`src/muldiv_macros.svh`:
```
`ifndef MULDIV_MACROS_SVH
`define MULDIV_MACROS_SVH

// width of one integer operand or result
`define MULDIV_XLEN 64

// width of the tag that follows an instruction through the unit
// results may come back out of order, so the issue stage matches them by this id
`define MULDIV_TRANS_ID_BITS 3

`endif

```
`src/muldiv_pkg.sv`:
```
`default_nettype none

`include "muldiv_macros.svh"

package muldiv_pkg;

  // --------------------
  // data types
  // --------------------
  // one operand or one result
  typedef logic [`MULDIV_XLEN-1:0] xlen_t;
  // instruction tag handed back with the result
  typedef logic [`MULDIV_TRANS_ID_BITS-1:0] trans_id_t;

  // --------------------
  // operation codes
  // --------------------
  // multiply group first, then divide and remainder group
  typedef enum logic [3:0] {
    MUL    = 4'd0,
    MULH   = 4'd1,
    MULHU  = 4'd2,
    MULHSU = 4'd3,
    MULW   = 4'd4,
    DIV    = 4'd5,
    DIVU   = 4'd6,
    DIVW   = 4'd7,
    DIVUW  = 4'd8,
    REM    = 4'd9,
    REMU   = 4'd10,
    REMW   = 4'd11,
    REMUW  = 4'd12
  } fu_op_t;

  // serial divider states
  // idle waits for work, divide produces one quotient bit per cycle,
  // finish holds the corrected result until it is taken
  typedef enum logic [1:0] {
    IDLE,
    DIVIDE,
    FINISH
  } div_state_t;

endpackage

`default_nettype wire

```
`src/serdiv.sv`:
```
`timescale 1ns/1ns
`default_nettype none

`include "muldiv_macros.svh"

module serdiv (
  input  logic                  clk_i,
  input  logic                  rst_ni,
  input  logic                  flush_i,
  input  muldiv_pkg::trans_id_t id_i,
  input  muldiv_pkg::xlen_t     op_a_i,
  input  muldiv_pkg::xlen_t     op_b_i,
  // bit 1 selects remainder, bit 0 selects signed
  input  logic [1:0]            opcode_i,
  input  logic                  in_vld_i,
  input  logic                  out_rdy_i,
  output logic                  in_rdy_o,
  output logic                  out_vld_o,
  output muldiv_pkg::trans_id_t id_o,
  output muldiv_pkg::xlen_t     res_o
);

  // counter must hold the full width, so one bit more than log2
  localparam int unsigned cnt_bits = $clog2(`MULDIV_XLEN) + 1;

  // number of leading zero bits, full width for a zero value
  function automatic logic [cnt_bits-1:0] count_lz(input muldiv_pkg::xlen_t value);
    logic [cnt_bits-1:0] zeros;
    logic                found;
    zeros = '0;
    found = 1'b0;
    for (int i = `MULDIV_XLEN - 1; i >= 0; i--) begin
      if (value[i]) begin
        found = 1'b1;
      end else if (!found) begin
        zeros = zeros + 1'b1;
      end
    end
    return zeros;
  endfunction

  // --------------------
  // operand preparation
  // --------------------
  logic                   a_neg;
  logic                   b_neg;
  muldiv_pkg::xlen_t      a_abs;
  muldiv_pkg::xlen_t      b_abs;
  logic [cnt_bits-1:0]    a_lz;

  // signs only count for the signed forms
  assign a_neg = opcode_i[0] & op_a_i[`MULDIV_XLEN-1];
  assign b_neg = opcode_i[0] & op_b_i[`MULDIV_XLEN-1];
  // most negative value maps onto itself, which reads right as unsigned
  assign a_abs = a_neg ? -op_a_i : op_a_i;
  assign b_abs = b_neg ? -op_b_i : op_b_i;
  // leading zeros of the dividend give iterations we can skip
  assign a_lz  = count_lz(a_abs);

  // --------------------
  // state
  // --------------------
  muldiv_pkg::div_state_t state_d, state_q;
  logic [cnt_bits-1:0]    cnt_d, cnt_q;
  // partial remainder
  muldiv_pkg::xlen_t      prem_d, prem_q;
  // dividend bits shift out at the top, quotient bits shift in at the bottom
  muldiv_pkg::xlen_t      quot_d, quot_q;
  muldiv_pkg::xlen_t      dvsr_d, dvsr_q;
  muldiv_pkg::trans_id_t  id_d, id_q;
  logic                   rem_op_d, rem_op_q;
  logic                   q_neg_d, q_neg_q;
  logic                   r_neg_d, r_neg_q;

  // one restoring step, one bit wider so the shifted remainder never overflows
  logic [`MULDIV_XLEN:0]  prem_shift;
  logic [`MULDIV_XLEN:0]  prem_sub;
  logic                   prem_ge;

  assign prem_shift = {prem_q, quot_q[`MULDIV_XLEN-1]};
  assign prem_sub   = prem_shift - {1'b0, dvsr_q};
  assign prem_ge    = prem_shift >= {1'b0, dvsr_q};

  always_comb begin
    state_d  = state_q;
    cnt_d    = cnt_q;
    prem_d   = prem_q;
    quot_d   = quot_q;
    dvsr_d   = dvsr_q;
    id_d     = id_q;
    rem_op_d = rem_op_q;
    q_neg_d  = q_neg_q;
    r_neg_d  = r_neg_q;

    unique case (state_q)
      muldiv_pkg::IDLE: begin
        if (in_vld_i) begin
          id_d     = id_i;
          rem_op_d = opcode_i[1];
          dvsr_d   = b_abs;
          if (op_b_i == '0) begin
            // divide by zero, all ones quotient and dividend as remainder
            quot_d  = '1;
            prem_d  = op_a_i;
            q_neg_d = 1'b0;
            r_neg_d = 1'b0;
            cnt_d   = '0;
            state_d = muldiv_pkg::FINISH;
          end else begin
            // left align the dividend so only its significant bits are processed
            quot_d  = a_abs << a_lz;
            prem_d  = '0;
            q_neg_d = a_neg ^ b_neg;
            r_neg_d = a_neg;
            cnt_d   = cnt_bits'(`MULDIV_XLEN) - a_lz;
            // zero dividend needs no steps at all
            if (a_lz == cnt_bits'(`MULDIV_XLEN)) begin
              state_d = muldiv_pkg::FINISH;
            end else begin
              state_d = muldiv_pkg::DIVIDE;
            end
          end
        end
      end
      muldiv_pkg::DIVIDE: begin
        prem_d = prem_ge ? prem_sub[`MULDIV_XLEN-1:0] : prem_shift[`MULDIV_XLEN-1:0];
        quot_d = {quot_q[`MULDIV_XLEN-2:0], prem_ge};
        cnt_d  = cnt_q - 1'b1;
        // last quotient bit goes in this cycle
        if (cnt_q == cnt_bits'(1)) begin
          state_d = muldiv_pkg::FINISH;
        end
      end
      muldiv_pkg::FINISH: begin
        // hold the result until the consumer side is free
        if (out_rdy_i) begin
          state_d = muldiv_pkg::IDLE;
        end
      end
      default: begin
        state_d = muldiv_pkg::IDLE;
      end
    endcase

    // flush drops whatever is in progress
    if (flush_i) begin
      state_d = muldiv_pkg::IDLE;
    end
  end

  always_ff @(posedge clk_i or negedge rst_ni) begin
    if (!rst_ni) begin
      state_q <= muldiv_pkg::IDLE;
      cnt_q   <= '0;
    end else begin
      state_q <= state_d;
      cnt_q   <= cnt_d;
    end
  end

  always_ff @(posedge clk_i) begin
    prem_q   <= prem_d;
    quot_q   <= quot_d;
    dvsr_q   <= dvsr_d;
    id_q     <= id_d;
    rem_op_q <= rem_op_d;
    q_neg_q  <= q_neg_d;
    r_neg_q  <= r_neg_d;
  end

  // --------------------
  // outputs
  // --------------------
  // sign correction on the held magnitudes
  assign res_o     = rem_op_q ? (r_neg_q ? -prem_q : prem_q) : (q_neg_q ? -quot_q : quot_q);
  assign id_o      = id_q;
  assign in_rdy_o  = (state_q == muldiv_pkg::IDLE);
  assign out_vld_o = (state_q == muldiv_pkg::FINISH);

endmodule

`default_nettype wire

```
`config.mk`:
```
export PLATFORM = sky130hd
export DESIGN_NAME = serdiv
export DESIGN_NICKNAME = d
export VERILOG_FILES = /design/src/muldiv_pkg.sv /design/src/serdiv.sv
export VERILOG_INCLUDE_DIRS = /design/src
export SDC_FILE = /design/constraint.sdc
export NUM_CORES = 1
export LEC_CHECK = 0
export ABC_AREA = 1
export ABC_CLOCK_PERIOD_IN_PS = 10570
export BUFFER_PORTS_ARGS = -buffer_cell sky130_fd_sc_hd__buf_2
export CORE_ASPECT_RATIO = 1.5
export CORE_MARGIN = 2
export CORE_UTILIZATION = 40
export DETAILED_ROUTE_END_ITERATION = 8
export PLACE_DENSITY = 0.69
export SLEW_MARGIN = 30
export SYNTH_ARGS = -nofsm -noshare
export SYNTH_HDL_FRONTEND = slang
export SYNTH_SLANG_ARGS = --single-unit
export TNS_END_PERCENT = 100
```
`constraint.sdc`:
```
create_clock -name clk_i -period 10.57 [get_ports clk_i]
set_input_delay 0.5285 -clock clk_i [delete_from_list [all_inputs] [get_ports clk_i]]
set_output_delay 0.5285 -clock clk_i [all_outputs]
set_load 0.05 [all_outputs]
```
==> impl_metrics.toml, run 1 <==
[sta]
worst_pin_slew_ns = 1.18
setup_ws_ns = -19.93
maxSlewHeadroom_pct = 20.2
min_period_ns = 30.50
timing.final.crit_share_pct = 289
finalHoldViolCount = 0
fin_skew_ns = 0.0154
rsz0062_at_grt = "yes"
whs_ns = 0.149
tns_ns = -1428.43
slew_violations = 0
setup_violations = 73
fmax_ghz = 0.0328

[synthesis]
synth_ff_type = "edfxtp_1"
async_flop_share_pct = 4.35
syn-num-nets = 5621
seq_area_frac_synth_pct = 19.2
synth.avg_cell_area_sq_um = 6.02
synth_cell_types = 84
syn_area_sq_um = 32200
synth_edf_count = 198
ys_ff_latch = 207
synth_cells = 5350
yosysWarnings = 0

[clocking]
cts_tree = "built"
root_buffer = "clkbuf_16"
clk_path_buf_depth = 3
htree_levels = 1
clk_pin_slew_ns = 0.07
worstSkewPairLatency_ns = 0.56
cts.sinks = 207
numCtsBuffers = 22

[setup_path]
timing.critical_path.to_type = "flip-flop"
crit_top_cell = "nand2_1"
startpoint_type = "primary input"
cp_max_fo = 8
crit_path_max_incr_delay_ns = 0.34
critPathSlowestCell = "ha_1"
worstPathRequired_ns = 10.87
reg2regPathDepth = 49
critPathArrivalTime_ns = 30.79
critical_path_class = "primary input to flip-flop"

[route]
dr.first_iter.drc_count = 2714
post_drt_via_cell_ratio = 5.28
detail-route-antenna-nets = 0
drc_errors = 0
vias = 39550
drt-pass1-iter-count = 8
drt_wl_total_um = 133000
wl_per_cell_um = 17.8

[placed_design]
hpwlAfterDp_um = 107000
place_congestion = 1.00
port_buffers = 206

[die]
ios = 207
fp.coreArea_sq_um = 79800
rows = 127
die_y_um = 351
die_area_sq_um = 82800
initial_core_util_pct = 40.3
fp.dieW_um = 236

[power]
p_seq_share_pct = 21.5
finalPower_mw = 9.64
peakVddDrop_v = 0.000173
p_clk_share_pct = 8.8
p_per_area_nw_per_um2 = 214
swShare_pct = 54.2
comb_power_share_pct = 69.7
p_int_mw = 4.42
p_leak_nw = 22.0
power_switching_mw = 5.22

[layout]
area_delta_synth_final_pct = 39.6
fillers = 7660
final_net_count = 6712
drive_gt1_share_pct = 31.5

[grt]
gr-usage-all-layers_pct = 30.7
grt_pass1_wl_um = 201000
grt_antenna_before_repair = 15
grt-ovfl-total = 0
grt_pass1_vias = 38079
grt_max_degree = 83

[run]
maxCapViolCount = 0

[hold_path]
hold_path.class = "primary input to flip-flop"
hold_path_depth = 1

[outcome]
violations = "setup timing"
status = "finished with violations"
-- cell families (layout without fill, tap and decap cells) --
family	after synthesis	after routing	synth area share, %
simple gates	2857	2860	39.7
compound gates	1001	1001	17.2
buf+inv	970	2074	13.7
flops	207	207	19.2
xor+xnor	177	177	4.82
fa+ha+maj	133	133	5.19
mux	5	5	0.156
other cells	0	1	0
-- layout by cell type, fill, tap and decap left out, drive strengths merged, types with 3 or more instances in the layout --
cell	synthesis	layout
o21a	7	7
a21oi	324	324
a22oi	3	3
a21o	4	4
nand3	423	423
nor3	74	74
and2	9	9
o21ai	535	535
a31oi	13	13
bufinv	1	4
nand3b	4	4
and3	3	3
nand2	1534	1536
buf	49	1204
xor2	111	111
o211ai	31	31
o21bai	6	6
dfrtp	9	9
clkinv	10	19
ha	132	132
a2111oi	3	3
edfxtp	198	198
mux2i	5	5
o31ai	17	17
inv	812	817
o32ai	3	3
clkbuf	96	27
nand4	126	126
o22ai	40	40
or2	23	23
nor2	593	594
xnor2	66	66
nor3b	7	7
a21boi	4	4
o221ai	3	3
nor4	56	56
-- layer usage --
layer	vias to the layer above	global-route usage, %	share of wire (%)
met2	1306	57.2	50
met3	428	2.79	5.4
met4	22	19.6	7.6
met1	17982	33.4	37
li1	19812	-	-
met5	-	0	0.10
-- flip-flops by register name (all words and copies together) (netlist names) --
| register | count |
|---|---|
| state_q | 2 |
| prem_q | 64 |
| q_neg_q | 1 |
| cnt_q | 7 |
| dvsr_q | 64 |
| rem_op_q | 1 |
| quot_q | 64 |
| r_neg_q | 1 |
| id_o | 3 |
-- cell type report --
class / instances / area (sq um) / area share (%)
Tap cell: 1032 / 1290 / 2.87
Clock buffer: 24 / 579 / 1.29
Timing Repair Buffer: 1208 / 9140 / 20.3
Clock inverter: 16 / 180 / 0.401
Multi-Input combinational cell: 4176 / 24300 / 54.1
Timing Repair inverter: 3 / 28.8 / 0.0640
Sequential cell: 207 / 6170 / 13.7
Antenna cell: 1 / 2.50 / 0.00557
Inverter: 823 / 3210 / 7.14
-- power by group through the flow --
stage / registers [mW] / logic (mW) / clock network (mW)
2_1_floorplan: 1.80 / 3.98 / 0
3_3_place_gp: 2.05 / 5.66 / 0
3_5_place_dp: 2.05 / 5.71 / 0
4_1_cts: 2.04 / 6.01 / 0.859
5_1_grt: 2.09 / 7.29 / 0.880
6_report: 2.08 / 6.71 / 0.850
-- path summary, 6_finish.rpt --
check                            from    endpoint  slack, ns
max                        op_a_i[27]  quot_q[60]     -19.93
max in group asynchronous      rst_ni    cnt_q[2]       9.94
min                           id_i[0]     id_o[0]       0.15
min reg2reg                  cnt_q[4]    cnt_q[4]       0.58
min in group asynchronous      rst_ni  state_q[1]       0.40
max reg2reg                 prem_q[0]   prem_q[4]       2.66
-- critical path, delay by kind of cell --
kind	cells	cell delay, ns
adder cells (fa/ha/maj)	60	15.81
AND/OR/NAND/NOR	105	7.89
AO/OA/AOI/OAI	41	4.90
buffers and inverters	21	1.62
-- Yosys cell counts (5+ instances only) --
| cell | instances | area (sq um) |
|---|---|---|
| clkbuf_8 | 36 | 495 |
| buf_6 | 11 | 124 |
| o211ai_1 | 29 | 218 |
| xor2_1 | 111 | 972 |
| o22ai_1 | 38 | 238 |
| clkinv_1 | 8 | 30.0 |
| a31oi_1 | 12 | 75.1 |
| o31ai_1 | 17 | 128 |
| nand4_1 | 126 | 788 |
| nor3b_1 | 7 | 52.6 |
| inv_1 | 735 | 2760 |
| o21a_1 | 6 | 45.0 |
| nor2_8 | 8 | 160 |
| nor2_1 | 518 | 1940 |
| or2_1 | 11 | 68.8 |
| buf_8 | 8 | 120 |
| o21ai_0 | 385 | 1930 |
| edfxtp_1 | 198 | 5950 |
| nand2_4 | 7 | 78.8 |
| o21bai_1 | 5 | 37.5 |
| xnor2_1 | 66 | 578 |
| a21oi_1 | 321 | 1610 |
| dfrtp_1 | 9 | 225 |
| inv_2 | 62 | 233 |
| and2_1 | 8 | 50.1 |
| nor4_1 | 56 | 350 |
| buf_1 | 13 | 48.8 |
| nand2_1 | 1481 | 5560 |
| clkbuf_1 | 60 | 225 |
| nor3_1 | 73 | 365 |
| nor2_2 | 27 | 169 |
| nand3_2 | 20 | 200 |
| nand3_1 | 399 | 2000 |
| o21ai_1 | 108 | 541 |
| nand2_2 | 45 | 282 |
| mux2i_1 | 5 | 50.1 |
| nor2_4 | 40 | 450 |
| inv_4 | 12 | 75.1 |
| ha_1 | 132 | 1650 |
| or2_2 | 8 | 50.1 |
| buf_4 | 5 | 37.5 |
| o21ai_2 | 41 | 359 |
| buf_12 | 8 | 160 |
-- stage by stage --
| step | utilization [%] | setup slack (ns) | cells | area (sq um) |
|---|---|---|---|---|
| after global routing | 56.3 | -21.72 | 7490 | 44900 |
| after global placement | 50.8 | -20.53 | 7339 | 40600 |
| after floorplan | - | -19.24 | 5350 | 32600 |
| final | 56.3 | -19.93 | 7490 | 44900 |
| after detailed placement | 50.8 | -21.10 | 7339 | 40600 |
| after CTS | 53.4 | -20.02 | 7444 | 42600 |
-- timing repair --
item | 4_1_cts | 5_1_grt
gates cloned | 8 | 6
pin swaps | 89 | 263
buffers inserted | 56 | 47
setup endpoints to repair | 73 | 73
endpoints found under the hold margin | 9 | 0
gates resized for setup | 183 | 459
hold buffers | 1 | 0
Power figures use the tool's default switching activity.
==> inputs of run 2 (changes only) <==
- SETUP_SLACK_MARGIN: not set -> 0.05
==> run 2 against run 1 <==
The run still ends with setup timing left. Core utilization is 0.086 points lower. Sequential cell count stayed put. Clock power hardly changed. Critical path depth stayed put. Total power is 0.19% lower. Die area stayed put. Largest cell class unchanged. Largest power group unchanged.
==> impl_metrics.toml, run 2 (synthesized netlist as in run 1, its figures left out) <==
[outcome]
status = "finished with violations"
violations = "setup timing"

[run]
maxCapViolCount = 0

[sta]
fin_skew_ns = 0.0215
whs_ns = 0.149
setup_violations = 73
timing.final.crit_share_pct = 288
fmax_ghz = 0.0328
maxSlewHeadroom_pct = 21.0
min_period_ns = 30.49
finalHoldViolCount = 0
rsz0062_at_grt = "yes"
worst_pin_slew_ns = 1.17
setup_ws_ns = -19.92
slew_violations = 0

[layout]
final_net_count = 6704
drive_gt1_share_pct = 31.3
fin_cells = 7483
final_common_cell = "nand2_1"
reg.largest.list = "dvsr_q (64), prem_q (64), quot_q (64)"
final_cell_mix = "1284 x nand2_1, 922 x buf_4, 718 x inv_1"
area_delta_synth_final_pct = 39.4

[setup_path]
critPathArrivalTime_ns = 30.91
startpoint_type = "primary input"
crit_top_cell = "nand2_1"
worstPathRequired_ns = 10.99
worstReg2RegStart = "prem_q[0]"
crit_start = "op_a_i[27]"
critical_path_class = "primary input to flip-flop"
crit_path_max_incr_delay_ns = 0.34
critPathSlowestCell = "ha_1"
timing.critical_path.to_type = "flip-flop"
cp_max_fo = 7

[route]
drt-pass1-iter-count = 6
wl_per_cell_um = 17.8
vias = 39508
detail-route-antenna-nets = 0
drc_errors = 0
post_drt_via_cell_ratio = 5.28
drt_wl_total_um = 133000
dr.first_iter.drc_count = 2795

[placed_design]
hpwlAfterDp_um = 107000
dp_cells = 7339
preCtsSetupSlack_ns = -21.10
place_congestion = 1.00
port_buffers = 206

[power]
finalPower_mw = 9.62
power_switching_mw = 5.21
swShare_pct = 54.1
p_seq_share_pct = 21.5
peakVddDrop_v = 0.000173
p_int_mw = 4.41
p_leak_nw = 21.9
comb_power_share_pct = 69.6
p_per_area_nw_per_um2 = 214
p_clk_share_pct = 8.9

[die]
die_y_um = 351
initial_core_util_pct = 40.3
fp.coreArea_sq_um = 79800
ios = 207
rows = 127
die_area_sq_um = 82800
fp.dieW_um = 236

[grt]
grt_max_degree = 83
gr-usage-all-layers_pct = 30.7
grt_pass1_vias = 38079
grt_antenna_before_repair = 15
grt_pass1_wl_um = 201000
grt-ovfl-total = 0

[clocking]
clk_path_buf_depth = 3
clk_pin_slew_ns = 0.07
cts_tree = "built"
root_buffer = "clkbuf_16"
worstSkewPairLatency_ns = 0.56
cts.sinks = 207
htree_levels = 1
numCtsBuffers = 22

[hold_path]
hold_path.class = "primary input to flip-flop"
holdCritStartpoint = "id_i[0]"
-- run 2: cell count changes in the layout (fill, tap and decap cells not counted), moves of 2 or more --
cell     change
o21ai_4      -2
buf_4        -9
nand3_1      +3
nand3_2      -5
nand2_4      -2
o21ai_2      +3
nand2_1      +3
nand3_4      +2
-- run 2: timing repair --
item	4_1_cts	5_1_grt
hold endpoints to repair	9	0
gates resized for setup	183	458
hold buffers	1	0
endpoints found under the setup margin	73	73
gates cloned	8	6
setup buffers	56	39
pin swaps	89	259
-- run 2: stage by stage --
| stage | area, sq um | setup TNS [ns] | utilization, % |
|---|---|---|---|
| floorplan | 32600 | -1358.19 | - |
| global placement | 40600 | -1468.14 | 50.8 |
| detailed placement | 40600 | -1509.81 | 50.8 |
| CTS | 42600 | -1436.19 | 53.4 |
| global route | 44900 | -1559.92 | 56.2 |
| finish | 44900 | -1429.66 | 56.2 |
-- run 2: routing by layer --
| layer | GRT usage, % | wire length [um] | vias up |
|---|---|---|---|
| met4 | 19.6 | 10600 | 22 |
| met5 | 0 | 134 | - |
| met3 | 2.79 | 7060 | 439 |
| met2 | 57.2 | 65800 | 1206 |
| li1 | - | - | 19800 |
| met1 | 33.4 | 49500 | 18041 |
-- run 2: path summary, 6_finish.rpt --
| kind | end | slack [ns] | cells after the start |
|---|---|---|---|
| worst max-delay path | quot_q[60] | -19.92 | 227 |
| worst max register to register | prem_q[4] | 2.66 | 49 |
| worst min register to register | cnt_q[4] | 0.59 | 2 |
| worst min-delay path | id_o[0] | 0.15 | 1 |
| max in group asynchronous | cnt_q[0] | 9.95 | 2 |
| min in group asynchronous | state_q[1] | 0.39 | 2 |
-- run 2: power groups by stage --
| stage | clock network [mW] | registers, mW | logic, mW |
|---|---|---|---|
| 2_1_floorplan | 0 | 1.80 | 3.98 |
| 3_3_place_gp | 0 | 2.05 | 5.66 |
| 3_5_place_dp | 0 | 2.05 | 5.71 |
| 4_1_cts | 0.859 | 2.04 | 6.01 |
| 5_1_grt | 0.880 | 2.09 | 7.28 |
| 6_report | 0.852 | 2.07 | 6.70 |
-- run 2: layout make-up --
| cell class | instances | area (sq um) |
|---|---|---|
| clock buffer | 24 | 579 |
| multi-input combinational | 4176 | 24300 |
| timing repair buffer | 1200 | 9090 |
| inverter | 823 | 3210 |
| clock inverter | 16 | 180 |
| fill | 7656 | 34900 |
| sequential | 207 | 6170 |
| timing repair inverter | 3 | 31.3 |
| tap | 1032 | 1290 |
| antenna | 2 | 5.00 |
-- run 2: worst max-delay path, delay by kind of cell --
kind,cells,cell delay [ns]
AO/OA/AOI/OAI,42,5.07
adder cells (fa/ha/maj),60,15.82
buffers and inverters,21,1.74
AND/OR/NAND/NOR,104,7.72
